**config.mk**
```make
export PLATFORM = sky130hd
export DESIGN_NAME = fetch_stage
export DESIGN_NICKNAME = d
export VERILOG_FILES = /design/src/logic/cpu_pkg.sv /design/src/logic/fetch_stage.sv
export SDC_FILE = /design/constraint.sdc
export NUM_CORES = 1
export LEC_CHECK = 0
export BUFFER_PORTS_ARGS = -buffer_cell sky130_fd_sc_hd__buf_2
export CAP_MARGIN = 20
export CORE_ASPECT_RATIO = 1.75
export CORE_MARGIN = 5
export CORE_UTILIZATION = 30
export DETAILED_ROUTE_END_ITERATION = 12
export PLACE_DENSITY = 0.62
export SYNTH_ARGS = -nofsm -noshare
export SYNTH_HDL_FRONTEND = slang
export SYNTH_SLANG_ARGS = --single-unit
```
**constraint.sdc**
```tcl
create_clock -name i_clk -period 3.3 [get_ports i_clk]
set_input_delay 0.165 -clock i_clk [delete_from_list [all_inputs] [get_ports i_clk]]
set_output_delay 0.165 -clock i_clk [all_outputs]
set_load 0.005 [all_outputs]
```
**src/logic/cpu_pkg.sv**
```systemverilog
package cpu_pkg;

    localparam int XLEN        = 32;                     // Data and instruction width
    localparam int REG_ADDR_W  = 5;                      // 32 architectural registers
    localparam int IMEM_DEPTH  = 256;                    // Instruction words
    localparam int IMEM_ADDR_W = $clog2(IMEM_DEPTH);     // Word address into instruction memory

    // Primary opcode, instr[31:26]
    typedef enum logic [5:0] {
        OP_SPECIAL = 6'h00,                              // R-type, operation in funct
        OP_ADDI    = 6'h08,
        OP_ANDI    = 6'h0C,
        OP_ORI     = 6'h0D,
        OP_HALT    = 6'h3F                               // Stops fetch, latches halt at top
    } opcode_e;

    // R-type function field, instr[5:0]
    typedef enum logic [5:0] {
        FN_ADDU = 6'h21,
        FN_SUBU = 6'h23,
        FN_AND  = 6'h24,
        FN_OR   = 6'h25,
        FN_XOR  = 6'h26,
        FN_SLT  = 6'h2A
    } funct_e;

    typedef enum logic [2:0] {
        ALU_ADD,
        ALU_SUB,
        ALU_AND,
        ALU_OR,
        ALU_XOR,
        ALU_SLT                                          // Signed set-less-than
    } alu_op_e;

    typedef struct packed {
        logic            valid;                          // Low for a bubble
        logic [XLEN-1:0] instr;
    } if_id_t;

    typedef struct packed {
        logic                  valid;
        logic [XLEN-1:0]       op_a;                     // rs value read in decode
        logic [XLEN-1:0]       op_b;                     // rt value read in decode
        logic [XLEN-1:0]       imm;                      // Already sign or zero extended
        logic                  alu_src;                  // 1 selects imm for operand B
        alu_op_e               alu_op;
        logic [REG_ADDR_W-1:0] rs;
        logic [REG_ADDR_W-1:0] rt;
        logic [REG_ADDR_W-1:0] rd;                       // Destination, rd or rt by type
        logic                  reg_write;
        logic                  halt;
    } id_ex_t;

    typedef struct packed {
        logic                  valid;
        logic [XLEN-1:0]       result;
        logic [REG_ADDR_W-1:0] rd;
        logic                  reg_write;
        logic                  halt;
    } ex_wb_t;

endpackage

```
**src/logic/fetch_stage.sv**
```systemverilog
`timescale 1ns/1ps

module fetch_stage (
    input  logic                            i_clk,
    input  logic                            i_reset,
    input  logic                            i_clk_en,
    input  logic                            i_halt_seen,  // HALT sitting in decode
    input  logic                            i_grant,      // Memory granted this read
    input  logic [cpu_pkg::XLEN-1:0]        i_instr,
    output logic                            o_rd_en,
    output logic [cpu_pkg::IMEM_ADDR_W-1:0] o_pc_addr,
    output cpu_pkg::if_id_t                 o_if_id
);
    import cpu_pkg::*;

    logic [IMEM_ADDR_W-1:0] pc_q;                        // Word address of next fetch
    logic                   halted_q;                    // Sticky once HALT was decoded
    logic                   halt_active;
    logic                   fetch_ok;

    // HALT leaves decode after one cycle, so keep it sticky here
    assign halt_active = i_halt_seen | halted_q;
    assign o_rd_en     = ~halt_active;                   // Stop requesting after HALT
    assign o_pc_addr   = pc_q;
    assign fetch_ok    = i_grant & ~halt_active;         // Real instruction this cycle

    always_ff @(posedge i_clk) begin
        if (i_reset) begin
            pc_q          <= '0;
            halted_q      <= 1'b0;
            o_if_id.valid <= 1'b0;
        end else if (i_clk_en) begin
            if (i_halt_seen) begin
                halted_q <= 1'b1;
            end
            if (fetch_ok) begin
                pc_q <= pc_q + 1'b1;                     // Hold PC on lost grant
            end
            o_if_id.valid <= fetch_ok;                   // Bubble when denied or halted
            o_if_id.instr <= i_instr;
        end
    end

endmodule

```
== Word level (Yosys, flattened, before mapping) ==
Index checks and enable logic that the tools add are counted.
Storage, ports and cells
  output and inout port bits: 42
  input port bits: 37
  logic and storage cells: 12
  register bits: 42
Cells by class
  reduce and logical (&&, ||, !) cells: 3
  bitwise operators: 4
  add/sub/neg operators: 1
Operators by type and width (number)
  adder 8 x 1 -> 8 bit (second input constant): 1
  AND reduction 2 bit: 3
  inverter 1 bit: 2
  AND 1 bit: 1
  OR 1 bit: 1

== Logic depth before layout (Yosys ltp) ==
Gate-level depths: netlist (run 1).
  depth in word-level cells: 4
  mapped depth: 4
  depth with buffers taken out: 4

== Worst setup path after synthesis (run 1) ==
No wires, ideal clock.
  path kind: input to register
  start: input i_reset
  end: register o_if_id[0] (netlist name), enable pin
  cell stages on the path: 2
  path slack: 1.066 ns
  data required time: 2.876 ns
  path buffers: 1
  data arrival time: 1.810 ns
  setup time: 0.424 ns
  path through: clkbuf_1 nor2b_1
Between the ends
  longest elaborated chain between the ends: 2
Ends and longest elaborated chain
  start, declared: line fetch_stage.sv:5  | input logic i_reset,
  inverter 1 bit (no source line)
  AND reduction 2 bit (no source line)
  end, declared: line fetch_stage.sv:12  | output cpu_pkg::if_id_t o_if_id
Every way passes these cells.
A chain may end at the register's enable or synchronous reset.

== Worst setup path after layout (run 1) ==
  start: register halted_q
  end: register pc_q[7], in the netlist o_pc_addr[7]
Between the ends
  longest elaborated chain between the ends: 4
Ends and longest elaborated chain
  start, declared: line fetch_stage.sv:17  | logic halted_q;
  start signal, assigned: line fetch_stage.sv:30  | halted_q <= 1'b0;
  start signal, assigned: line fetch_stage.sv:34  | halted_q <= 1'b1;
  OR 1 bit: line fetch_stage.sv:22  | assign halt_active = i_halt_seen | halted_q;
  inverter 1 bit: line fetch_stage.sv:25  | assign fetch_ok = i_grant & ~halt_active;
  AND 1 bit: line fetch_stage.sv:25
  AND reduction 2 bit (no source line)
  end signal, assigned: line fetch_stage.sv:37  | pc_q <= pc_q + 1'b1;
  end, declared: line fetch_stage.sv:16  | logic [IMEM_ADDR_W-1:0] pc_q;
Every way passes these cells.

==> results of run 1 <==
[cell type report]
cell class | count | area, um^2
clock buffers | 8 | 110
fillers | 456 | 2650
well taps | 52 | 65.1
flip-flops and latches | 42 | 1160
inverters | 3 | 11.3
multi-input cells | 35 | 240
repair buffers | 78 | 390
[cells in the final DEF, fill, tap and decap left out, types with 2 or more instances in the layout]
| cell | netlist | routed |
|---|---|---|
| a21oi_1 | 7 | 7 |
| buf_2 | 0 | 78 |
| clkbuf_8 | 0 | 8 |
| dfxtp_1 | 10 | 10 |
| edfxtp_1 | 32 | 32 |
| inv_1 | 3 | 3 |
| nand3_1 | 2 | 2 |
| nor2_1 | 5 | 5 |
| o21ai_0 | 3 | 3 |
| o31ai_1 | 2 | 2 |
| or3_1 | 3 | 3 |
| or4_1 | 2 | 2 |
[cells by family (layout without fill, tap and decap cells)]
kind of cell             count (synthesis)  in the layout  share of synthesized area (%)
XOR/XNOR                                 1              1                          0.618
adder cells (fa/ha/maj)                  1              1                          0.883
AO/OA/AOI/OAI                           12             12                           4.59
buffers and inverters                    5             89                           1.59
AND/OR/NAND/NOR                         19             19                           8.83
flip-flops                              42             42                           82.0
multiplexers                             2              2                           1.50
[metrics by stage]
step | utilization, % | setup slack (ps) | std cells | cell area (um^2) | hold slack, ps
floorplan | - | 1070 | 82 | 1420 | 264
global placement | 40.4 | 1830 | 210 | 1870 | 343
detailed placement | 40.4 | 1800 | 210 | 1870 | 343
CTS | 42.8 | 1810 | 218 | 1980 | 33.1
global route | 42.8 | 1710 | 218 | 1980 | 20.1
finish | 42.8 | 1830 | 218 | 1980 | 48.6
[sequential cells by signal (all words and copies together) (netlist names)]
signal / count
halted_q: 1
o_if_id: 33
o_pc_addr: 8
[worst max-delay path by stage]
stage                          start                        end  slack (ps)  cells past startpoint
2_1_floorplan                i_reset       o_if_id[0]$_DFFE_PP_        1070                      2
3_3_place_gp                 i_reset      o_if_id[11]$_DFFE_PP_        1830                      2
3_5_place_dp                 i_reset      o_if_id[11]$_DFFE_PP_        1800                      2
4_1_cts        halted_q$_SDFFE_PP0P_  o_pc_addr[7]$_SDFFE_PP0P_        1810                      3
5_1_grt        halted_q$_SDFFE_PP0P_  o_pc_addr[7]$_SDFFE_PP0P_        1710                      3
6_report       halted_q$_SDFFE_PP0P_  o_pc_addr[7]$_SDFFE_PP0P_        1830                      3
[worst max-delay path: cells and delay by family (launching register included)]
family,cells,cell delay (ps)
flip-flops,1,330
multiplexers,1,370
AND/OR/NAND/NOR,2,680
[power groups by stage]
stage | clock network (W) | registers (W) | logic [W]
global placement | 0 | 0.000620 | 0.0000722
CTS | 0.000389 | 0.000608 | 0.0000738
floorplan | 0 | 0.000625 | 0.0000147
finish | 0.000370 | 0.000607 | 0.0000716
global route | 0.000413 | 0.000610 | 0.0000803
detailed placement | 0 | 0.000620 | 0.0000738
[metal layers]
| metal | up-vias | routed length (um) | global-route usage [%] |
|---|---|---|---|
| met2 | 58 | 1430 | 15.7 |
| met5 | - | 0 | 0 |
| met3 | 5 | 488 | 6.92 |
| met1 | 447 | 1020 | 10.1 |
| li1 | 471 | - | - |
| met4 | 0 | 44 | 4.25 |
==> metrics, run 1 <==
period utilization=44.7%; worst path cell trace=nand4bb_4, nor4_1, mux2_2; Num CTS Buffers=5; area grow syn2layout=39.7%; largest net degree at the start of global routing=33; # nets final=203; setup tns final=0 ps; status=finished clean; Logic pwr share=6.8%; RR Endpoint=o_pc_addr[7]$_SDFFE_PP0P_; total wire length=2980 um; gp weighted congestion=0.679; register area share after synthesis=82.0%; Setup Buffers After CTS=0; CTS tree=yes; FF+latch count, synth=42; top cells by area, synth=edfxtp_1 68%, dfxtp_1 14%, a21oi_1 2.5%; CTS max path bufs=2; clock skew=1.91 ps; total of max-cap violations=0; critical path data arrival time=1650 ps; Clk Latency, worst-skew pair=280 ps; Avg Vias per Cell=4.50; reg2reg setup slack=1830 ps; Seq pwr share=57.9%; Synth cell types=22; Buffers on Ports=78; wire per inst=13.7 um; post-DP HPWL=2330 um; leak pwr=0.830 nW; PwrDens=530 nW/um^2; Internal=0.000849 W; most frequent cell after synthesis=edfxtp_1; Post-DRT Antenna Nets=0; Primary FF master, synth=edfxtp_1; Crit Path Class=register to register; CTS hold repair buffers=0; Power Total=0.00105 W; cell row count=33; Total Routing Usage GR=10.1%; final period demand of the worst path=1470 ps; H-tree Lvls=2; total number of vias=981; initial antenna violation count=0; hold worst-path end=o_if_id[29]$_DFFE_PP_; r2r startpoint=halted_q$_SDFFE_PP0P_; Worst Path Max Fanout=14; Synth Instances=82; Psw=0.000200 W; fraction of layout cells with a size suffix above 1=53.6%; Slowest cell on crit path=nor4_1; Syn Area/Cell=17.3 um^2; async set-reset flop share out of synthesis=0%; critical path required time=3480 ps; Initial Util=30.6%; Clk network pwr share=35.3%; Resized cells post-CTS=0; first-pass GRT wire length=4600 um; Worst-Margin Slew=852 ps; Congestion Overflow GR=0; worst hold path depth=1; vias in the first global route=1029; RSZ-0062 raised after global routing=no; Highest Clock Rate=679 MHz; Sw Ratio=19.1%; Ys Warns=0; ANT cells=0; top cells by count, synth=32 x edfxtp_1, 10 x dfxtp_1, 7 x a21oi_1; Peak VDD IR=0.282 mV; Slew Limit Headroom=43.1%; FF-to-FF path depth=3; Final Max Slew Viols=0; Hold Fails Final Rpt=0; Post-synth EDFFs=32; Final Setup Violations=0; Worst Min Path Start=i_instr[29]; Core ar.=4620 um^2; CTS Sinks=42; synthesized area=1420 um^2; Die Area=6250 um^2; Detailed Routing Iterations Pass 1=3; drt drc=0; CP Launch Type=register; Hold Path Class=input port to register; Die Height=101 um; post-synth top area share=67.8%; CTS root buf=clkbuf_8; CTS clk-pin slew, worst paths=80 ps; initial drt markers=12; Crit. End Element=register; Post-Syn Nets=120; io pins=79; area leader, netlist=edfxtp_1; worst stage delay on the critical path=370 ps; Die Width=61.9 um
Power figures use the tool's default switching activity.
==> run 2, diff against run 1 <==
==> constraint.sdc (replaced) <==
create_clock -name i_clk -period 1.5 [get_ports i_clk]
set_input_delay 0.075 -clock i_clk [delete_from_list [all_inputs] [get_ports i_clk]]
set_output_delay 0.075 -clock i_clk [all_outputs]
set_load 0.005 [all_outputs]
==> metrics, run 2 (synthesis results as in run 1) <==
status=finished clean; Die Area=6250 um^2; Crit path buffers/inverters=0; final period demand of the worst path=1410 ps; CTS root buf=clkbuf_8; Clk Latency, worst-skew pair=280 ps; multi-input logic area=249 um^2; Initial Util=30.6%; worst path cell trace=nand4bb_4, nor4_1, mux2_2; Worst-Margin Slew=306 ps; Peak VDD IR=0.800 mV; Num CTS Buffers=5; Top reg by flops=o_if_id; Clk network pwr share=31.2%; Hold Path Class=input port to register; post-DP HPWL=2530 um; FF/Latch Area=1160 um^2; worst hold path depth=3; Buffers on Ports=78; RR Endpoint=o_pc_addr[7]$_SDFFE_PP0P_; leak pwr=0.970 nW; Highest Clock Rate=709 MHz; worst stage delay on the critical path=380 ps; setup tns final=0 ps; placed instance area=1900 um^2; Final Setup Violations=0; number of flip-flops in the largest register=33; first-pass GRT wire length=5420 um; Die Width=61.9 um; CP Launch Type=register; clock skew=4.69 ps; initial antenna violation count=0; Final Max Slew Viols=0; Logic pwr share=10.2%; io pins=79; fraction of layout cells with a size suffix above 1=47.0%; drt drc=0; reg2reg setup slack=90 ps; Avg Vias per Cell=4.52; Die Height=101 um; Seq pwr share=58.6%; Crit Path Class=register to register; Post-DRT Antenna Nets=0; Setup Buffers After CTS=0; Total Routing Usage GR=11.9%; ANT cells=0; Congestion Overflow GR=0; area grow syn2layout=63.7%; RSZ-0062 raised after global routing=no; total number of vias=1140; CTS Sinks=42; r2r startpoint=halted_q$_SDFFE_PP0P_; H-tree Lvls=2; # nets final=237; cell family with the largest share of critical-path delay=simple AND/OR/NAND/NOR gates; Crit. End Element=register; CTS tree=yes; gp weighted congestion=0.705; Psw=0.000447 W; hold worst-path end=halted_q$_SDFFE_PP0P_; period utilization=94.0%; worst setup margin=89.4 ps; wire per inst=14.3 um; pre-CTS setup slack=55.5 ps; CTS max path bufs=2; Slowest cell on crit path=mux2_2; Sw Ratio=19.6%; final core utilization=50.1%; Slew Limit Headroom=79.4%; Hold Fails Final Rpt=0; critical path required time=1670 ps; PwrDens=984 nW/um^2; Detailed Routing Iterations Pass 1=4; critical path data arrival time=1580 ps; commonest non-fill, non-tap cell in the layout=buf_2; Fillers=432; total of max-cap violations=0; Internal=0.00183 W; FF-to-FF path depth=3; cell row count=33; vias in the first global route=1248; crit path from=halted_q$_SDFFE_PP0P_; Worst Path Max Fanout=7; largest net degree at the start of global routing=33; worst hold slack=68.1 ps; Core ar.=4620 um^2; total wire length=3600 um; CTS clk-pin slew, worst paths=80 ps; post-route cell area=2320 um^2; commonest non-fill, non-tap cells in the layout=78 x buf_2, 32 x dlygate4sd3_1, 32 x edfxtp_1; initial drt markers=17; Worst Min Path Start=i_halt_seen
run 2: changes by cell type in the layout (fill, tap and decap cells not counted), sizes merged:
cell / change
buf: +2
clkinv: +1
dlygate4sd3: +32
clkbuf: -1
run 2: area by class of cell:
cell class	count	area share, %
clock buffers	7	3.72
clock inverters	1	0.216
inverters	3	0.486
multi-input cells	35	10.7
flip-flops and latches	42	50.2
well taps	52	2.81
repair buffers	112	31.8
run 2: timing repair:
item                                    4_1_cts  5_1_grt
hold endpoints to repair                     32        0
gates resized for setup                       0        4
hold buffers                                 32        0
endpoints found under the setup margin        0        1
run 2: worst max-delay path by stage:
stage                                endpoint  depth (start not counted)
CTS                 o_pc_addr[6]$_SDFFE_PP0P_                          4
finish              o_pc_addr[7]$_SDFFE_PP0P_                          3
global placement    o_pc_addr[7]$_SDFFE_PP0P_                          3
floorplan           o_pc_addr[6]$_SDFFE_PP0P_                          4
global route        o_pc_addr[6]$_SDFFE_PP0P_                          4
detailed placement  o_pc_addr[6]$_SDFFE_PP0P_                          4
run 2: stage by stage:
step | std cells | power, W
6_report | 252 | 0.00228
5_1_grt | 252 | 0.00241
4_1_cts | 252 | 0.00232
3_5_place_dp | 212 | 0.00153
3_3_place_gp | 212 | 0.00153
2_1_floorplan | 82 | 0.00141
run 2: power by group through the flow:
stage,Sequential (W),Combinational (W),Clock [W]
global placement,0.00136,0.000165,0
floorplan,0.00137,0.0000347,0
global route,0.00134,0.000255,0.000807
CTS,0.00134,0.000235,0.000746
detailed placement,0.00137,0.000169,0
finish,0.00134,0.000232,0.000712
run 2: routing by layer:
metal	up-vias	share of wire (%)	track usage (%)	wire length, um
met5	-	0	0	0
met4	0	1.3	4.08	48
met3	5	9.7	3.97	350
met2	69	58	22.3	2090
met1	525	31	11.1	1110
li1	541	-	-	-
run 2: worst min-delay path: cells and delay by family:
| family | cells | cell delay (ps) |
|---|---|---|
| AOI/OAI and AO/OA | 1 | 60 |
| buffers and inverters | 1 | 100 |
| and+or+nand+nor | 1 | 80 |
