===== config.mk =====
export PLATFORM = sky130hd
export DESIGN_NAME = execute_stage
export DESIGN_NICKNAME = d
export VERILOG_FILES = /design/src/logic/cpu_pkg.sv /design/src/logic/execute_stage.sv
export SDC_FILE = /design/constraint.sdc
export NUM_CORES = 1
export LEC_CHECK = 0
export BUFFER_PORTS_ARGS = -buffer_cell sky130_fd_sc_hd__buf_2
export CORE_ASPECT_RATIO = 0.5
export CORE_UTILIZATION = 30
export DETAILED_ROUTE_END_ITERATION = 10
export SETUP_SLACK_MARGIN = 0.3
export SLEW_MARGIN = 20
export SYNTH_ARGS = -nofsm -noshare
export SYNTH_HDL_FRONTEND = slang
export SYNTH_SLANG_ARGS = --single-unit

===== constraint.sdc =====
create_clock -name i_clk -period 6.4 [get_ports i_clk]
set_clock_uncertainty 0.05 [all_clocks]
set_input_delay 0.96 -clock i_clk [delete_from_list [all_inputs] [get_ports i_clk]]
set_output_delay 0.96 -clock i_clk [all_outputs]
set_load 0.02 [all_outputs]

===== src/logic/cpu_pkg.sv =====
package cpu_pkg;

    localparam int XLEN        = 32;                     // Data and instruction width
    localparam int REG_ADDR_W  = 5;                      // 32 architectural registers
    localparam int IMEM_DEPTH  = 256;                    // Instruction words
    localparam int IMEM_ADDR_W = $clog2(IMEM_DEPTH);     // Word address into instruction memory

    // Primary opcode, instr[31:26]
    typedef enum logic [5:0] {
        OP_SPECIAL = 6'h00,                              // R-type, operation in funct
        OP_ADDI    = 6'h08,
        OP_ANDI    = 6'h0C,
        OP_ORI     = 6'h0D,
        OP_HALT    = 6'h3F                               // Stops fetch, latches halt at top
    } opcode_e;

    // R-type function field, instr[5:0]
    typedef enum logic [5:0] {
        FN_ADDU = 6'h21,
        FN_SUBU = 6'h23,
        FN_AND  = 6'h24,
        FN_OR   = 6'h25,
        FN_XOR  = 6'h26,
        FN_SLT  = 6'h2A
    } funct_e;

    typedef enum logic [2:0] {
        ALU_ADD,
        ALU_SUB,
        ALU_AND,
        ALU_OR,
        ALU_XOR,
        ALU_SLT                                          // Signed set-less-than
    } alu_op_e;

    typedef struct packed {
        logic            valid;                          // Low for a bubble
        logic [XLEN-1:0] instr;
    } if_id_t;

    typedef struct packed {
        logic                  valid;
        logic [XLEN-1:0]       op_a;                     // rs value read in decode
        logic [XLEN-1:0]       op_b;                     // rt value read in decode
        logic [XLEN-1:0]       imm;                      // Already sign or zero extended
        logic                  alu_src;                  // 1 selects imm for operand B
        alu_op_e               alu_op;
        logic [REG_ADDR_W-1:0] rs;
        logic [REG_ADDR_W-1:0] rt;
        logic [REG_ADDR_W-1:0] rd;                       // Destination, rd or rt by type
        logic                  reg_write;
        logic                  halt;
    } id_ex_t;

    typedef struct packed {
        logic                  valid;
        logic [XLEN-1:0]       result;
        logic [REG_ADDR_W-1:0] rd;
        logic                  reg_write;
        logic                  halt;
    } ex_wb_t;

endpackage


===== src/logic/execute_stage.sv =====
`timescale 1ns/1ps

module execute_stage (
    input  logic            i_clk,
    input  logic            i_reset,
    input  logic            i_clk_en,
    input  cpu_pkg::id_ex_t i_id_ex,
    output cpu_pkg::ex_wb_t o_ex_wb
);
    import cpu_pkg::*;

    logic            fwd_ok;                             // Previous result is a register write
    logic            fwd_a;
    logic            fwd_b;
    logic [XLEN-1:0] op_a;
    logic [XLEN-1:0] rt_val;
    logic [XLEN-1:0] op_b;
    logic [XLEN-1:0] alu_result;

    // Forward from own output register, r0 never forwarded
    assign fwd_ok = o_ex_wb.valid & o_ex_wb.reg_write & (o_ex_wb.rd != '0);
    assign fwd_a  = fwd_ok & (o_ex_wb.rd == i_id_ex.rs);
    assign fwd_b  = fwd_ok & (o_ex_wb.rd == i_id_ex.rt);

    assign op_a   = fwd_a ? o_ex_wb.result : i_id_ex.op_a;
    assign rt_val = fwd_b ? o_ex_wb.result : i_id_ex.op_b;
    assign op_b   = i_id_ex.alu_src ? i_id_ex.imm : rt_val;   // Immediate for I-type

    always_comb begin
        case (i_id_ex.alu_op)
            ALU_ADD: alu_result = op_a + op_b;           // Wraps, no overflow trap
            ALU_SUB: alu_result = op_a - op_b;
            ALU_AND: alu_result = op_a & op_b;
            ALU_OR:  alu_result = op_a | op_b;
            ALU_XOR: alu_result = op_a ^ op_b;
            ALU_SLT: alu_result = {{(XLEN-1){1'b0}}, $signed(op_a) < $signed(op_b)};
            default: alu_result = '0;
        endcase
    end

    always_ff @(posedge i_clk) begin
        if (i_reset) begin
            o_ex_wb.valid     <= 1'b0;
            o_ex_wb.reg_write <= 1'b0;
            o_ex_wb.halt      <= 1'b0;
        end else if (i_clk_en) begin
            o_ex_wb.valid     <= i_id_ex.valid;
            o_ex_wb.result    <= alu_result;
            o_ex_wb.rd        <= i_id_ex.rd;
            o_ex_wb.reg_write <= i_id_ex.valid & i_id_ex.reg_write;
            o_ex_wb.halt      <= i_id_ex.valid & i_id_ex.halt;   // Carried to top latch
        end
    end

endmodule


Yosys cells after proc, flatten, opt, wreduce, memory -nomap -nowiden --
Index checks and enable logic that the tools add are counted.
Storage, ports and cells: memory bits (writable) 0, memories 0, memory bits (read-only) 0, output and inout port bits 40, register bits after elaboration 40, latch bits 0
Cells by class: bitwise gates (word level) 10, multiplexer cells 4, add/sub/neg operators 2, multipliers 0, $lt $le $gt $ge 1, reduce and logical (&&, ||, !) cells 3, eq/ne operators 7, shifts and indexed selects 0, divide/modulo/power cells 0
Operator list (count):
- $pmux W32 S6 | 1
- $mux W32 | 3
- $add A32 B32 Y32 | 1
- $and A32 B32 Y32 | 1
- $lt A32 B32 Y1 | 1
- $or A32 B32 Y32 | 1
- $sub A32 B32 Y32 | 1
- $xor A32 B32 Y32 | 1
- $eq A5 B5 Y1 | 2
- $and A1 B1 Y1 | 6
- $eq A3 B2 Y1 const B | 2
- $eq A3 B3 Y1 const B | 2
- $reduce_bool A5 Y1 | 1
- $eq A3 B1 Y1 const B | 1
- $logic_not A3 Y1 | 1
- $reduce_and A2 Y1 | 1
- $not A1 Y1 | 1

Depth between registers and ports, before layout --
Gate-level depths: netlist (run 1).
depth after elaboration 7, mapped depth 18

Worst setup path before layout (run 1) --
OpenSTA, ideal clock, no wires.
kind flip-flop to flip-flop, start point register o_ex_wb[2] in the netlist's numbering, end point register o_ex_wb[35] in the netlist's numbering, data pin, setup slack 1.748 ns, data arrival time 4.444 ns, stages on the path, launching flop included 17, required time 6.192 ns, period minus slack after synthesis 4.652 ns, cells stage by stage edfxtp_1 -> or3_1 -> o311a_1 -> nand4_1 -> clkbuf_1 -> mux2_2 -> ha_1 -> fa_1 -> a211oi_1 -> o41a_4 -> a211oi_4 -> a211oi_4 -> a21oi_2 -> o21ai_1 -> a21oi_1 -> o31a_1 -> o211ai_1
Between the ends: cells in the longest elaborated chain, start to end 7, elaborated cells between the ends (all ways) 15
RTL lines:
- start: declaration | line execute_stage.sv:8 | output cpu_pkg::ex_wb_t o_ex_wb
- $reduce_bool A5 Y1 | line execute_stage.sv:21 | assign fwd_ok = o_ex_wb.valid & o_ex_wb.reg_write & (o_ex_wb.rd != '0);
- $and A1 B1 Y1 | line execute_stage.sv:21
- $and A1 B1 Y1 | line execute_stage.sv:23 | assign fwd_b = fwd_ok & (o_ex_wb.rd == i_id_ex.rt);
- $mux W32 | line execute_stage.sv:26 | assign rt_val = fwd_b ? o_ex_wb.result : i_id_ex.op_b;
- $mux W32 | line execute_stage.sv:27 | assign op_b = i_id_ex.alu_src ? i_id_ex.imm : rt_val;
- $sub A32 B32 Y32, or another cell as far along | line execute_stage.sv:32 | ALU_SUB: alu_result = op_a - op_b;
- $pmux W32 S6 (*) | line execute_stage.sv:30 | case (i_id_ex.alu_op)
- net alu_result[28] | line execute_stage.sv:18 | logic [XLEN-1:0] alu_result;
The timed path passes the listed nets; every way through them passes the cells marked *. A chain may end at the register's enable or synchronous reset.

Worst setup path in the final report (run 1) --
start point register o_ex_wb[2] in the netlist's numbering, end point register o_ex_wb[33] in the netlist's numbering, data pin
The elaborated chain is that of the path after synthesis.

==> flow_summary.json, run 1 <==
{
  "io_buffers": 160,
  "synth_top_cells_by_area": "sky130_fd_sc_hd__ha_1 17%, sky130_fd_sc_hd__edfxtp_1 15%, sky130_fd_sc_hd__a21oi_1 6.6%",
  "final_nets": 1359,
  "wirelength_um": 26810,
  "grt_max_degree": 55,
  "hpwlAfterDp_um": 20400,
  "wl_met2_um": 11860,
  "crit_arrival_ns": 5.38,
  "path_class": "flip-flop to flip-flop",
  "result_of_the_run": "finished, final reports clean",
  "synth_sequential_area_ratio": 0.1538,
  "slew_violations": 0,
  "reg_top3": "o_ex_wb: 40 flops",
  "final.min_clock_period_ns": 5.371,
  "hold_slack_ns": 0.4319,
  "register_ranked_first_by_flip_flop_count": "o_ex_wb",
  "wirelength_met1_um": 12700,
  "gp_congestion": 0.9600,
  "max_cap_violations": 0,
  "cts.htree.levels": 2,
  "worst-endpoint-required_ns": 6.41,
  "drive_gt1_frac": 0.2130,
  "initialDrtViolationCount": 678,
  "yosys.area.top_type": "sky130_fd_sc_hd__ha_1",
  "core_area_sq_um": 24420,
  "first_global_vias": 7750,
  "final_min_period_over_clock_period": 0.8392,
  "cts_max_path_buffers": 2,
  "cts-resized-gates": 0,
  "p_leak_nw": 4.081,
  "grt.overflow.total": 0,
  "holdBufCountCts": 0,
  "setup_viol_count_final": 0,
  "clock_sinks": 40,
  "yosysWarningCount": 0,
  "crit_path_end_kind": "flip-flop",
  "area.growth.synth_to_final_pct": 16.14,
  "element_type_at_the_critical_path_start": "flip-flop",
  "ys_async_sr_fraction": 0,
  "synth_top_area_frac": 0.1660,
  "seq_area_sq_um": 1171,
  "ys_types": 82,
  "ant_nets": 0,
  "clock_tree.root_cell": "sky130_fd_sc_hd__clkbuf_16",
  "cell_area_after_placement_sq_um": 8668,
  "final_core_utilization": 0.3620,
  "antenna_violations_before_repair": 1,
  "post_synth_edffs": 37,
  "synthesis.nets": 1238,
  "post_cts_buffers": 0,
  "final-hold-violation-count": 0,
  "largest_register_ff_count": 40,
  "stdcell_area_sq_um": 8842,
  "floorplan.rows": 40,
  "dr_wl_met3_um": 1849,
  "hold_path_class": "flip-flop to flip-flop",
  "grt_setup_unrepaired": "false",
  "power.total_mw": 1.390,
  "synth_ff_type": "sky130_fd_sc_hd__edfxtp_1",
  "total_global_routing_track_utilization": 0.2047,
  "multi_input_area_sq_um": 5828,
  "postSynthAreaPerCell_sq_um": 7.508,
  "postSynthRegisterBits": 40,
  "routed-via-count": 8029,
  "firstDrtPassIters": 5,
  "routed_via_density": 5.451,
  "cts_tree": "built",
  "tightestPinTransition_ns": 1.022,
  "power.density_cell_area_nw_per_um2": 157.2,
  "fmaxAchievable_mhz": 186.2,
  "avgRoutedWirePerCell_um": 18.20,
  "top_layer_used": "met4",
  "floorplan.die.height_um": 114.6,
  "cts_made_buffers": 5,
  "clk_transition_reported_paths_ns": 0.08,
  "die_area_sq_um": 26060,
  "relSlewSlack": 0.3163,
  "post_synth_inst_count": 1014,
  "ios": 161,
  "grt_first_pass_wirelength_um": 42010,
  "initial_utilization": 0.3117,
  "worst_ir_drop_vdd_mv": 0.09663,
  "worstPathMaxFanout": 32,
  "filler_cell_count": 2630,
  "setup_tns_ns": 0,
  "insertion_delay_ns": 0.31,
  "syn_area_sq_um": 7614,
  "drc": 0,
  "chipWidth_um": 227.3
}
metrics by stage:
step | instances | setup slack, ns
after floorplan | 1014 | 1.748
after global placement | 1464 | 1.015
after detailed placement | 1464 | 0.8902
after CTS | 1472 | 1.081
after global routing | 1473 | 0.7169
final | 1473 | 1.029
layout make-up:
class / instances / area share
antenna: 1 / 0.0002830
clock buffer: 5 / 0.01415
clock inverter: 3 / 0.005236
inverter: 98 / 0.04217
multi-input combinational: 820 / 0.6591
sequential: 40 / 0.1324
tap: 336 / 0.04754
timing repair buffer: 170 / 0.09905
per-layer routing:
layer  GRT usage  up-vias
li1            -     3890
met1      0.2871     3854
met2      0.3234      257
met3     0.03593       28
met4     0.04922        0
met5           0        -
path summary, 6_finish.rpt:
check / slack (ns) / from / to / cells after the start
worst max-delay path: 1.03 / o_ex_wb[2]$_DFFE_PP_ / o_ex_wb[33]$_DFFE_PP_ / 18
worst min-delay path: 0.43 / o_ex_wb[0]$_SDFFE_PP0P_ / o_ex_wb[0]$_SDFFE_PP0P_ / 2
worst max register to register: 1.03 / o_ex_wb[2]$_DFFE_PP_ / o_ex_wb[33]$_DFFE_PP_ / 18
worst min register to register: 0.43 / o_ex_wb[0]$_SDFFE_PP0P_ / o_ex_wb[0]$_SDFFE_PP0P_ / 2
placed cells by master (no fill, tap or decap), types with 24 or more instances in the layout:
cell type / n
sky130_fd_sc_hd__inv_1: 87
sky130_fd_sc_hd__nor2_1: 77
sky130_fd_sc_hd__nor3_1: 24
sky130_fd_sc_hd__o21ai_0: 69
sky130_fd_sc_hd__edfxtp_1: 37
sky130_fd_sc_hd__nand2_1: 111
sky130_fd_sc_hd__buf_2: 160
sky130_fd_sc_hd__mux2i_1: 40
sky130_fd_sc_hd__mux2_2: 30
sky130_fd_sc_hd__a21oi_1: 100
sky130_fd_sc_hd__xnor2_1: 24
sky130_fd_sc_hd__ha_1: 101
power breakdown:
part	internal [mW]	switching, mW	leakage [nW]
logic	0.271	0.455	3.64
registers	0.317	0.0182	0.356
clock network	0.187	0.142	0.0804
total	0.775	0.615	4.08
synth_stat cells, drive strengths merged (3+ instances only):
library cell / count
nand2: 111
a21oi: 102
ha: 101
inv: 97
nor2: 77
o21ai: 76
mux2i: 40
edfxtp: 37
clkbuf: 30
mux2: 30
buf: 26
nor3: 24
xnor2: 24
o211ai: 20
nand3: 18
a211oi: 15
o21bai: 15
o22ai: 13
o221ai: 11
nor2b: 10
o31ai: 10
nand4: 9
xor2: 9
a21o: 8
nand2b: 8
a211o: 6
o21a: 6
or2: 6
or3: 6
a31oi: 5
a2111oi: 4
a32oi: 4
nor4: 4
o2111ai: 4
o31a: 4
o32a: 4
a311oi: 3
and3: 3
dfxtp: 3
worst max-delay path, stage by stage, from the launching register on:
cell	delay (ns)
sky130_fd_sc_hd__edfxtp_1	0.47
sky130_fd_sc_hd__or3_1	0.40
sky130_fd_sc_hd__o311a_1	0.31
sky130_fd_sc_hd__nand4_1	0.08
sky130_fd_sc_hd__buf_4	0.44
sky130_fd_sc_hd__mux2_2	0.41
sky130_fd_sc_hd__inv_1	0.08
sky130_fd_sc_hd__ha_1	0.18
sky130_fd_sc_hd__inv_1	0.07
sky130_fd_sc_hd__fa_1	0.46
sky130_fd_sc_hd__nor2b_1	0.17
sky130_fd_sc_hd__o221ai_1	0.36
sky130_fd_sc_hd__a21oi_1	0.24
sky130_fd_sc_hd__o21ai_1	0.25
sky130_fd_sc_hd__a41oi_1	0.29
sky130_fd_sc_hd__a221oi_2	0.42
sky130_fd_sc_hd__a31oi_1	0.14
sky130_fd_sc_hd__nor3_1	0.20
sky130_fd_sc_hd__o21ai_1	0.09
kinds of logic (layout without fill, tap and decap cells):
family / after synthesis / after routing / share of synthesized area
flip-flops: 40 / 40 / 0.1538
XOR/XNOR: 33 / 33 / 0.03796
AND/OR/NAND/NOR: 285 / 285 / 0.1696
buffers and inverters: 154 / 276 / 0.08168
AO/OA/AOI/OAI: 329 / 329 / 0.2887
adder cells (fa/ha/maj): 103 / 103 / 0.1712
multiplexers: 70 / 70 / 0.09696
other: 0 / 1 / 0
(Power assumes the default switching activity.)
==> run 2, diff against run 1 <==
--- a/config.mk
+++ b/config.mk
@@ -5,6 +5,7 @@
 export SDC_FILE = /design/constraint.sdc
 export NUM_CORES = 1
 export LEC_CHECK = 0
+export ABC_AREA = 1
 export BUFFER_PORTS_ARGS = -buffer_cell sky130_fd_sc_hd__buf_2
 export CORE_ASPECT_RATIO = 0.5
 export CORE_UTILIZATION = 30
==> constraint.sdc (replaced) <==
create_clock -name i_clk -period 4.8 [get_ports i_clk]
set_clock_uncertainty 0.05 [all_clocks]
set_input_delay 0.72 -clock i_clk [delete_from_list [all_inputs] [get_ports i_clk]]
set_output_delay 0.72 -clock i_clk [all_outputs]
set_load 0.02 [all_outputs]
==> run 2 against run 1 <==
Effect of this change:
- synthesized cell count rose by 56%
- critical path type unchanged
- utilization shrank 0.36 points
- count of clock-buffer cells in the layout stayed put
- critical path depth rose by 4
- first-iteration DRC count grew 19%
- sequential power rose by 29%
==> flow_summary.json, run 2 <==
{
  "result_of_the_run": "finished, final reports clean",
  "synthSimpleGateAreaFrac": 0.3776,
  "worstHoldStart": "o_ex_wb[0]$_SDFFE_PP0P_",
  "post_synth_inst_count": 1583,
  "wirelength_um": 33250,
  "main_combinational_cell_family_by_area_after_synthesis": "simple AND/OR/NAND/NOR gates",
  "hold_path_class": "flip-flop to flip-flop",
  "drive_gt1_frac": 0.1573,
  "element_type_at_the_critical_path_start": "flip-flop",
  "io_buffers": 160,
  "synth.top_cells.by_count": "526 x sky130_fd_sc_hd__nand2_1, 289 x sky130_fd_sc_hd__inv_1, 146 x sky130_fd_sc_hd__nand3_1",
  "drc": 0,
  "mostFrequentLayoutCell": "sky130_fd_sc_hd__nand2_1",
  "initialDrtViolationCount": 810,
  "power.total_mw": 1.940,
  "synthesis.nets": 1807,
  "floorplan.die.height_um": 123.3,
  "synth-xor-area-share": 0.01786,
  "worst-endpoint-required_ns": 4.81,
  "crit_path_end_kind": "flip-flop",
  "timing.hold.worst_endpoint": "o_ex_wb[0]$_SDFFE_PP0P_",
  "clock_sinks": 40,
  "slew_violations": 0,
  "clock_tree.root_cell": "sky130_fd_sc_hd__clkbuf_16",
  "yosys.area.top_type": "sky130_fd_sc_hd__nand2_1",
  "ant_nets": 0,
  "cts.htree.levels": 2,
  "reg_top3": "o_ex_wb: 40 flops",
  "die_area_sq_um": 30160,
  "syn_area_sq_um": 8828,
  "initial_utilization": 0.3120,
  "gp_congestion": 1.015,
  "hpwlAfterDp_um": 26970,
  "largest_register_ff_count": 40,
  "p_leak_nw": 5.821,
  "cts-resized-gates": 0,
  "grt_max_degree": 37,
  "relSlewSlack": 0.3241,
  "chipWidth_um": 244.6,
  "area.growth.synth_to_final_pct": 14.90,
  "crit_arrival_ns": 3.93,
  "post_cts_buffers": 0,
  "worst_ir_drop_vdd_mv": 0.1352,
  "firstDrtPassIters": 6,
  "synth_compound_gate_area_share": 0.1485,
  "max_cap_violations": 0,
  "antenna-diode-count": 0,
  "insertion_delay_ns": 0.33,
  "cts_made_buffers": 5,
  "fmaxAchievable_mhz": 255.0,
  "avgRoutedWirePerCell_um": 15.89,
  "postSynthRegisterBits": 40,
  "final_nets": 1933,
  "power.density_cell_area_nw_per_um2": 191.2,
  "total_global_routing_track_utilization": 0.2183,
  "first_global_vias": 9389,
  "synthMuxAreaShare": 0,
  "register_ranked_first_by_flip_flop_count": "o_ex_wb",
  "setup_viol_count_final": 0,
  "setup_tns_ns": 0,
  "grt.overflow.total": 0,
  "ios": 161,
  "mostFrequentLayoutCells": "526 x sky130_fd_sc_hd__nand2_1, 289 x sky130_fd_sc_hd__inv_1, 160 x sky130_fd_sc_hd__buf_2",
  "reg2reg_depth": 22,
  "post_synth_edffs": 37,
  "final.min_clock_period_ns": 3.922,
  "synth_sequential_area_ratio": 0.1327,
  "synthAdderAreaFrac": 0.1477,
  "holdBufCountCts": 0,
  "routed-via-count": 10100,
  "postSynthAreaPerCell_sq_um": 5.577,
  "worst_hold_path.num_cells": 2,
  "clk_transition_reported_paths_ns": 0.08,
  "grt_setup_unrepaired": "false",
  "ys_types": 36,
  "synth_top_cells_by_area": "sky130_fd_sc_hd__nand2_1 22%, sky130_fd_sc_hd__ha_1 14%, sky130_fd_sc_hd__edfxtp_1 13%",
  "cts_max_path_buffers": 2,
  "antenna_violations_before_repair": 1,
  "routed_via_density": 4.829,
  "grt_first_pass_wirelength_um": 50830,
  "path_class": "flip-flop to flip-flop",
  "synth_top_area_frac": 0.2236,
  "final-hold-violation-count": 0,
  "yosysWarningCount": 0,
  "cts_tree": "built",
  "floorplan.rows": 43,
  "synth_ff_type": "sky130_fd_sc_hd__edfxtp_1",
  "tightestPinTransition_ns": 1.012,
  "timing.rr.start": "o_ex_wb[6]$_DFFE_PP_",
  "core_area_sq_um": 28300,
  "worstPathMaxFanout": 18,
  "filler_cell_count": 3270,
  "most_frequent_cell_after_synthesis": "sky130_fd_sc_hd__nand2_1",
  "ys_async_sr_fraction": 0,
  "final_min_period_over_clock_period": 0.8171,
  "reg2reg_setup_slack_ns": 0.88,
  "worst_r2r_endpoint": "o_ex_wb[36]$_DFFE_PP_"
}
-- run 2: changes by cell type in the layout (fill, tap and decap cells not counted), sizes merged, moves of 24 or more --
cell	delta
nor2	+24
mux2	-30
mux2i	-40
nand2	+415
inv	+237
nand3	+130
-- run 2: routing by layer --
metal  vias to the layer above  global-route usage  wire (um)
met4                         2             0.06328        763
met2                       317              0.3477      14180
met3                        51             0.03625       2246
met5                         -                   0         13
li1                       5170                   -          -
met1                      4563              0.3026      16040
-- run 2: logic make-up after synthesis --
kind of cell	Yosys count
and+or+nand+nor	809
adders and majority gates	103
buffers and inverters	390
AOI/OAI and AO/OA	223
DFF	40
xor gates and xnor gates	18
-- run 2: worst max path at each step --
stage	from	slack (ns)	depth (start not counted)	endpoint
floorplan	i_id_ex[13]	1.32	18	o_ex_wb[33]$_DFFE_PP_
global placement	i_id_ex[7]	0.67	21	o_ex_wb[36]$_DFFE_PP_
detailed placement	i_id_ex[8]	0.63	22	o_ex_wb[33]$_DFFE_PP_
CTS	o_ex_wb[4]$_DFFE_PP_	0.91	23	o_ex_wb[33]$_DFFE_PP_
global route	o_ex_wb[6]$_DFFE_PP_	0.51	24	o_ex_wb[30]$_DFFE_PP_
finish	o_ex_wb[6]$_DFFE_PP_	0.88	22	o_ex_wb[36]$_DFFE_PP_
-- run 2: critical path, cell delays in order (launching register included) --
cell	delay, ns
sky130_fd_sc_hd__edfxtp_1	0.46
sky130_fd_sc_hd__nor2_1	0.16
sky130_fd_sc_hd__nand3b_1	0.12
sky130_fd_sc_hd__nand3_2	0.12
sky130_fd_sc_hd__nor3_2	0.05
sky130_fd_sc_hd__nand2_1	0.18
sky130_fd_sc_hd__inv_2	0.05
sky130_fd_sc_hd__buf_4	0.23
sky130_fd_sc_hd__nand2_1	0.09
sky130_fd_sc_hd__nand3_1	0.06
sky130_fd_sc_hd__o21ai_1	0.17
sky130_fd_sc_hd__inv_1	0.10
sky130_fd_sc_hd__ha_1	0.43
sky130_fd_sc_hd__o21ai_0	0.39
sky130_fd_sc_hd__nand2_1	0.10
sky130_fd_sc_hd__nand2_1	0.13
sky130_fd_sc_hd__nand2_1	0.07
sky130_fd_sc_hd__nand3_1	0.23
sky130_fd_sc_hd__nand2_1	0.16
sky130_fd_sc_hd__nand2_1	0.10
sky130_fd_sc_hd__nand2_1	0.05
sky130_fd_sc_hd__nand3_1	0.07
sky130_fd_sc_hd__nand3_1	0.09
-- run 2: per-stage QoR --
| step | hold slack [ns] | cells | util | setup slack [ns] | area [sq um] |
|---|---|---|---|---|---|
| after floorplan | 0.4843 | 1583 | - | 1.322 | 8828 |
| after global placement | 0.4050 | 2084 | 0.3524 | 0.6735 | 9972 |
| after detailed placement | 0.4096 | 2084 | 0.3524 | 0.6295 | 9972 |
| after CTS | 0.4218 | 2092 | 0.3584 | 0.9078 | 10140 |
| after global routing | 0.4401 | 2092 | 0.3584 | 0.5146 | 10140 |
| final | 0.4172 | 2092 | 0.3584 | 0.8781 | 10140 |
-- run 2: area by class of cell --
class                   count  area [sq um]  area share
multi-input cells        1153          6131      0.6044
clock buffers               5         125.1     0.01233
well taps                 382         478.0     0.04712
inverters                 334          1254      0.1236
repair buffers            175         938.4     0.09251
clock inverters             3         46.29    0.004564
flip-flops and latches     40          1171      0.1155
-- run 2: where the power goes --
group	internal [mW]	switching [mW]	leakage, nW	total (mW)
registers	0.414	0.0205	0.386	0.434
clock network	0.249	0.205	0.0804	0.454
logic	0.331	0.720	5.35	1.05
==> run 3, diff against run 2 <==
==> constraint.sdc (replaced) <==
create_clock -name i_clk -period 3.9 [get_ports i_clk]
set_clock_uncertainty 0.05 [all_clocks]
set_input_delay 0.585 -clock i_clk [delete_from_list [all_inputs] [get_ports i_clk]]
set_output_delay 0.585 -clock i_clk [all_outputs]
set_load 0.02 [all_outputs]
==> run 3 against run 2 <==
Effect of this change:
- total power up 30%
- utilization up 3.8 points
- sequential power rose by 23%
- final area up 11%
- largest power group unchanged
- critical endpoint is now o_ex_wb[30]$_DFFE_PP_
- non-clock buffer count is 45 higher
- final cell count is 2.2% higher
- highest routed layer is now met4
- sequential share of layout area fell by 1.1 points
==> flow_summary.json, run 3 (synthesis gave the netlist of run 2 again) <==
{
  "worst-endpoint-required_ns": 3.90,
  "antenna_violations_before_repair": 0,
  "cts_made_buffers": 5,
  "ant_nets": 0,
  "io_buffers": 160,
  "worst_ir_drop_vdd_mv": 0.1553,
  "relSlewSlack": 0.4350,
  "mostFrequentLayoutCell": "sky130_fd_sc_hd__nand2_1",
  "result_of_the_run": "finished, final reports clean",
  "clock_sinks": 40,
  "power.density_cell_area_nw_per_um2": 224.4,
  "power.share.sequential": 0.212,
  "routed_via_density": 4.834,
  "p_sw_frac": 0.4797,
  "final_min_period_over_clock_period": 0.8764,
  "timing.rr.start": "o_ex_wb[3]$_DFFE_PP_",
  "crit_arrival_ns": 3.42,
  "power.net_switching_mw": 1.208,
  "reg2reg_depth": 19,
  "avgRoutedWirePerCell_um": 15.78,
  "final.min_clock_period_ns": 3.418,
  "setup_tns_ns": 0,
  "crit_path_end_kind": "flip-flop",
  "cts.htree.levels": 2,
  "first_global_vias": 9425,
  "grt_max_degree": 38,
  "worst_hold_path.num_cells": 1,
  "die_area_sq_um": 30160,
  "initial_utilization": 0.3120,
  "gp_congestion": 0.9706,
  "register_ranked_first_by_flip_flop_count": "o_ex_wb",
  "grt.overflow.total": 0,
  "insertion_delay_ns": 0.31,
  "internal_power_mw": 1.310,
  "power.total_mw": 2.518,
  "final_nets": 1978,
  "layout.cells.non_filler": 2137,
  "drc": 0,
  "timing.hold.worst_endpoint": "o_ex_wb[5]$_DFFE_PP_",
  "ios": 161,
  "area.growth.synth_to_final_pct": 27.11,
  "element_type_at_the_critical_path_start": "flip-flop",
  "total_global_routing_track_utilization": 0.2193,
  "setup_slack_ns": 0.4821,
  "worst_r2r_endpoint": "o_ex_wb[30]$_DFFE_PP_",
  "wirelength_um": 33720,
  "floorplan.rows": 43,
  "placedCellCount": 2127,
  "path_class": "flip-flop to flip-flop",
  "firstDrtPassIters": 5,
  "p_leak_nw": 6.128,
  "hpwlAfterDp_um": 27260,
  "slew_violations": 0,
  "largest_register_ff_count": 40,
  "grt_setup_unrepaired": "true",
  "detailedPlace.worstSlack_ns": 0.09450,
  "chipWidth_um": 244.6,
  "fmaxAchievable_mhz": 292.6,
  "tightestPinTransition_ns": 0.8452,
  "initialDrtViolationCount": 775,
  "floorplan.die.height_um": 123.3,
  "drive_gt1_frac": 0.2422,
  "power.clock.fraction": 0.192,
  "grt_first_pass_wirelength_um": 51200,
  "worstPathMaxFanout": 37,
  "cts_max_path_buffers": 2,
  "antenna-diode-count": 0,
  "comb_power_share": 0.596,
  "hold_slack_ns": 0.4002,
  "core_area_sq_um": 28300,
  "reg_top3": "o_ex_wb: 40 flops",
  "cts_tree": "built",
  "setup_viol_count_final": 0,
  "worstHoldStart": "i_id_ex[5]",
  "clk_transition_reported_paths_ns": 0.07,
  "final-hold-violation-count": 0,
  "mostFrequentLayoutCells": "506 x sky130_fd_sc_hd__nand2_1, 287 x sky130_fd_sc_hd__inv_1, 160 x sky130_fd_sc_hd__buf_2",
  "clock_tree.root_cell": "sky130_fd_sc_hd__clkbuf_16",
  "routed-via-count": 10330,
  "max_cap_violations": 0,
  "reg2reg_setup_slack_ns": 0.48,
  "hold_path_class": "input port to flip-flop"
}
==> run 3: how the worst max path moves through the flow <==
stage                            endpoint  cells past startpoint                  from  slack, ns
finish              o_ex_wb[30]$_DFFE_PP_                     19  o_ex_wb[3]$_DFFE_PP_       0.48
global route        o_ex_wb[30]$_DFFE_PP_                     19  o_ex_wb[3]$_DFFE_PP_       0.25
CTS                 o_ex_wb[35]$_DFFE_PP_                     22  o_ex_wb[2]$_DFFE_PP_       0.30
detailed placement  o_ex_wb[37]$_DFFE_PP_                     23            i_id_ex[8]       0.09
global placement    o_ex_wb[27]$_DFFE_PP_                     21            i_id_ex[7]       0.15
floorplan           o_ex_wb[33]$_DFFE_PP_                     18  o_ex_wb[3]$_DFFE_PP_       0.56
==> run 3: what timing repair did <==
item                                   in CTS  in global routing
setup buffers                               2                  0
gates resized for setup                     6                155
pin swaps                                   0                 10
setup endpoints to repair                  15                 27
endpoints found under the hold margin       0                  0
hold buffers                                0                  0
==> run 3: metrics by stage <==
step	utilization	instance area [sq um]
4_1_cts	0.3713	10510
3_3_place_gp	0.3646	10320
2_1_floorplan	-	8828
6_report	0.3965	11220
5_1_grt	0.3965	11220
3_5_place_dp	0.3646	10320
==> run 3: final cells by class <==
cell class,count,area [sq um]
inverter,334,1256
multi-input combinational,1153,6842
timing repair buffer,220,1321
tap,382,478.0
clock inverter,2,15.01
fill,3164,17080
clock buffer,6,138.9
sequential,40,1171
==> run 3: power by group through the flow <==
stage	sequential [mW]	clock, mW	combinational [mW]
finish	0.534	0.483	1.50
global route	0.537	0.508	1.67
CTS	0.534	0.494	1.33
detailed placement	0.543	0	1.32
global placement	0.544	0	1.32
floorplan	0.568	0	0.844
==> run 3: worst max-delay path, cell delays in order (launching register included) <==
cell,delay [ns]
sky130_fd_sc_hd__edfxtp_1,0.46
sky130_fd_sc_hd__xor2_1,0.21
sky130_fd_sc_hd__nor4_4,0.33
sky130_fd_sc_hd__nand3_4,0.14
sky130_fd_sc_hd__buf_12,0.20
sky130_fd_sc_hd__o21ai_2,0.18
sky130_fd_sc_hd__inv_2,0.09
sky130_fd_sc_hd__ha_1,0.33
sky130_fd_sc_hd__nor2_2,0.14
sky130_fd_sc_hd__nand2_1,0.06
sky130_fd_sc_hd__nand2_1,0.13
sky130_fd_sc_hd__nand2_1,0.07
sky130_fd_sc_hd__nand2_1,0.15
sky130_fd_sc_hd__nand2_1,0.09
sky130_fd_sc_hd__nand2_2,0.13
sky130_fd_sc_hd__nand2_1,0.13
sky130_fd_sc_hd__nand2_1,0.08
sky130_fd_sc_hd__nand2_1,0.05
sky130_fd_sc_hd__nand3_1,0.06
sky130_fd_sc_hd__nand3_1,0.08
==> run 3: routing by layer <==
layer / vias up / wire length (um) / GRT usage
met1: 4728 / 16600 / 0.3177
met4: 0 / 725 / 0.06133
met2: 286 / 14510 / 0.3444
met5: - / 0 / 0
li1: 5271 / - / -
met3: 45 / 1884 / 0.02127
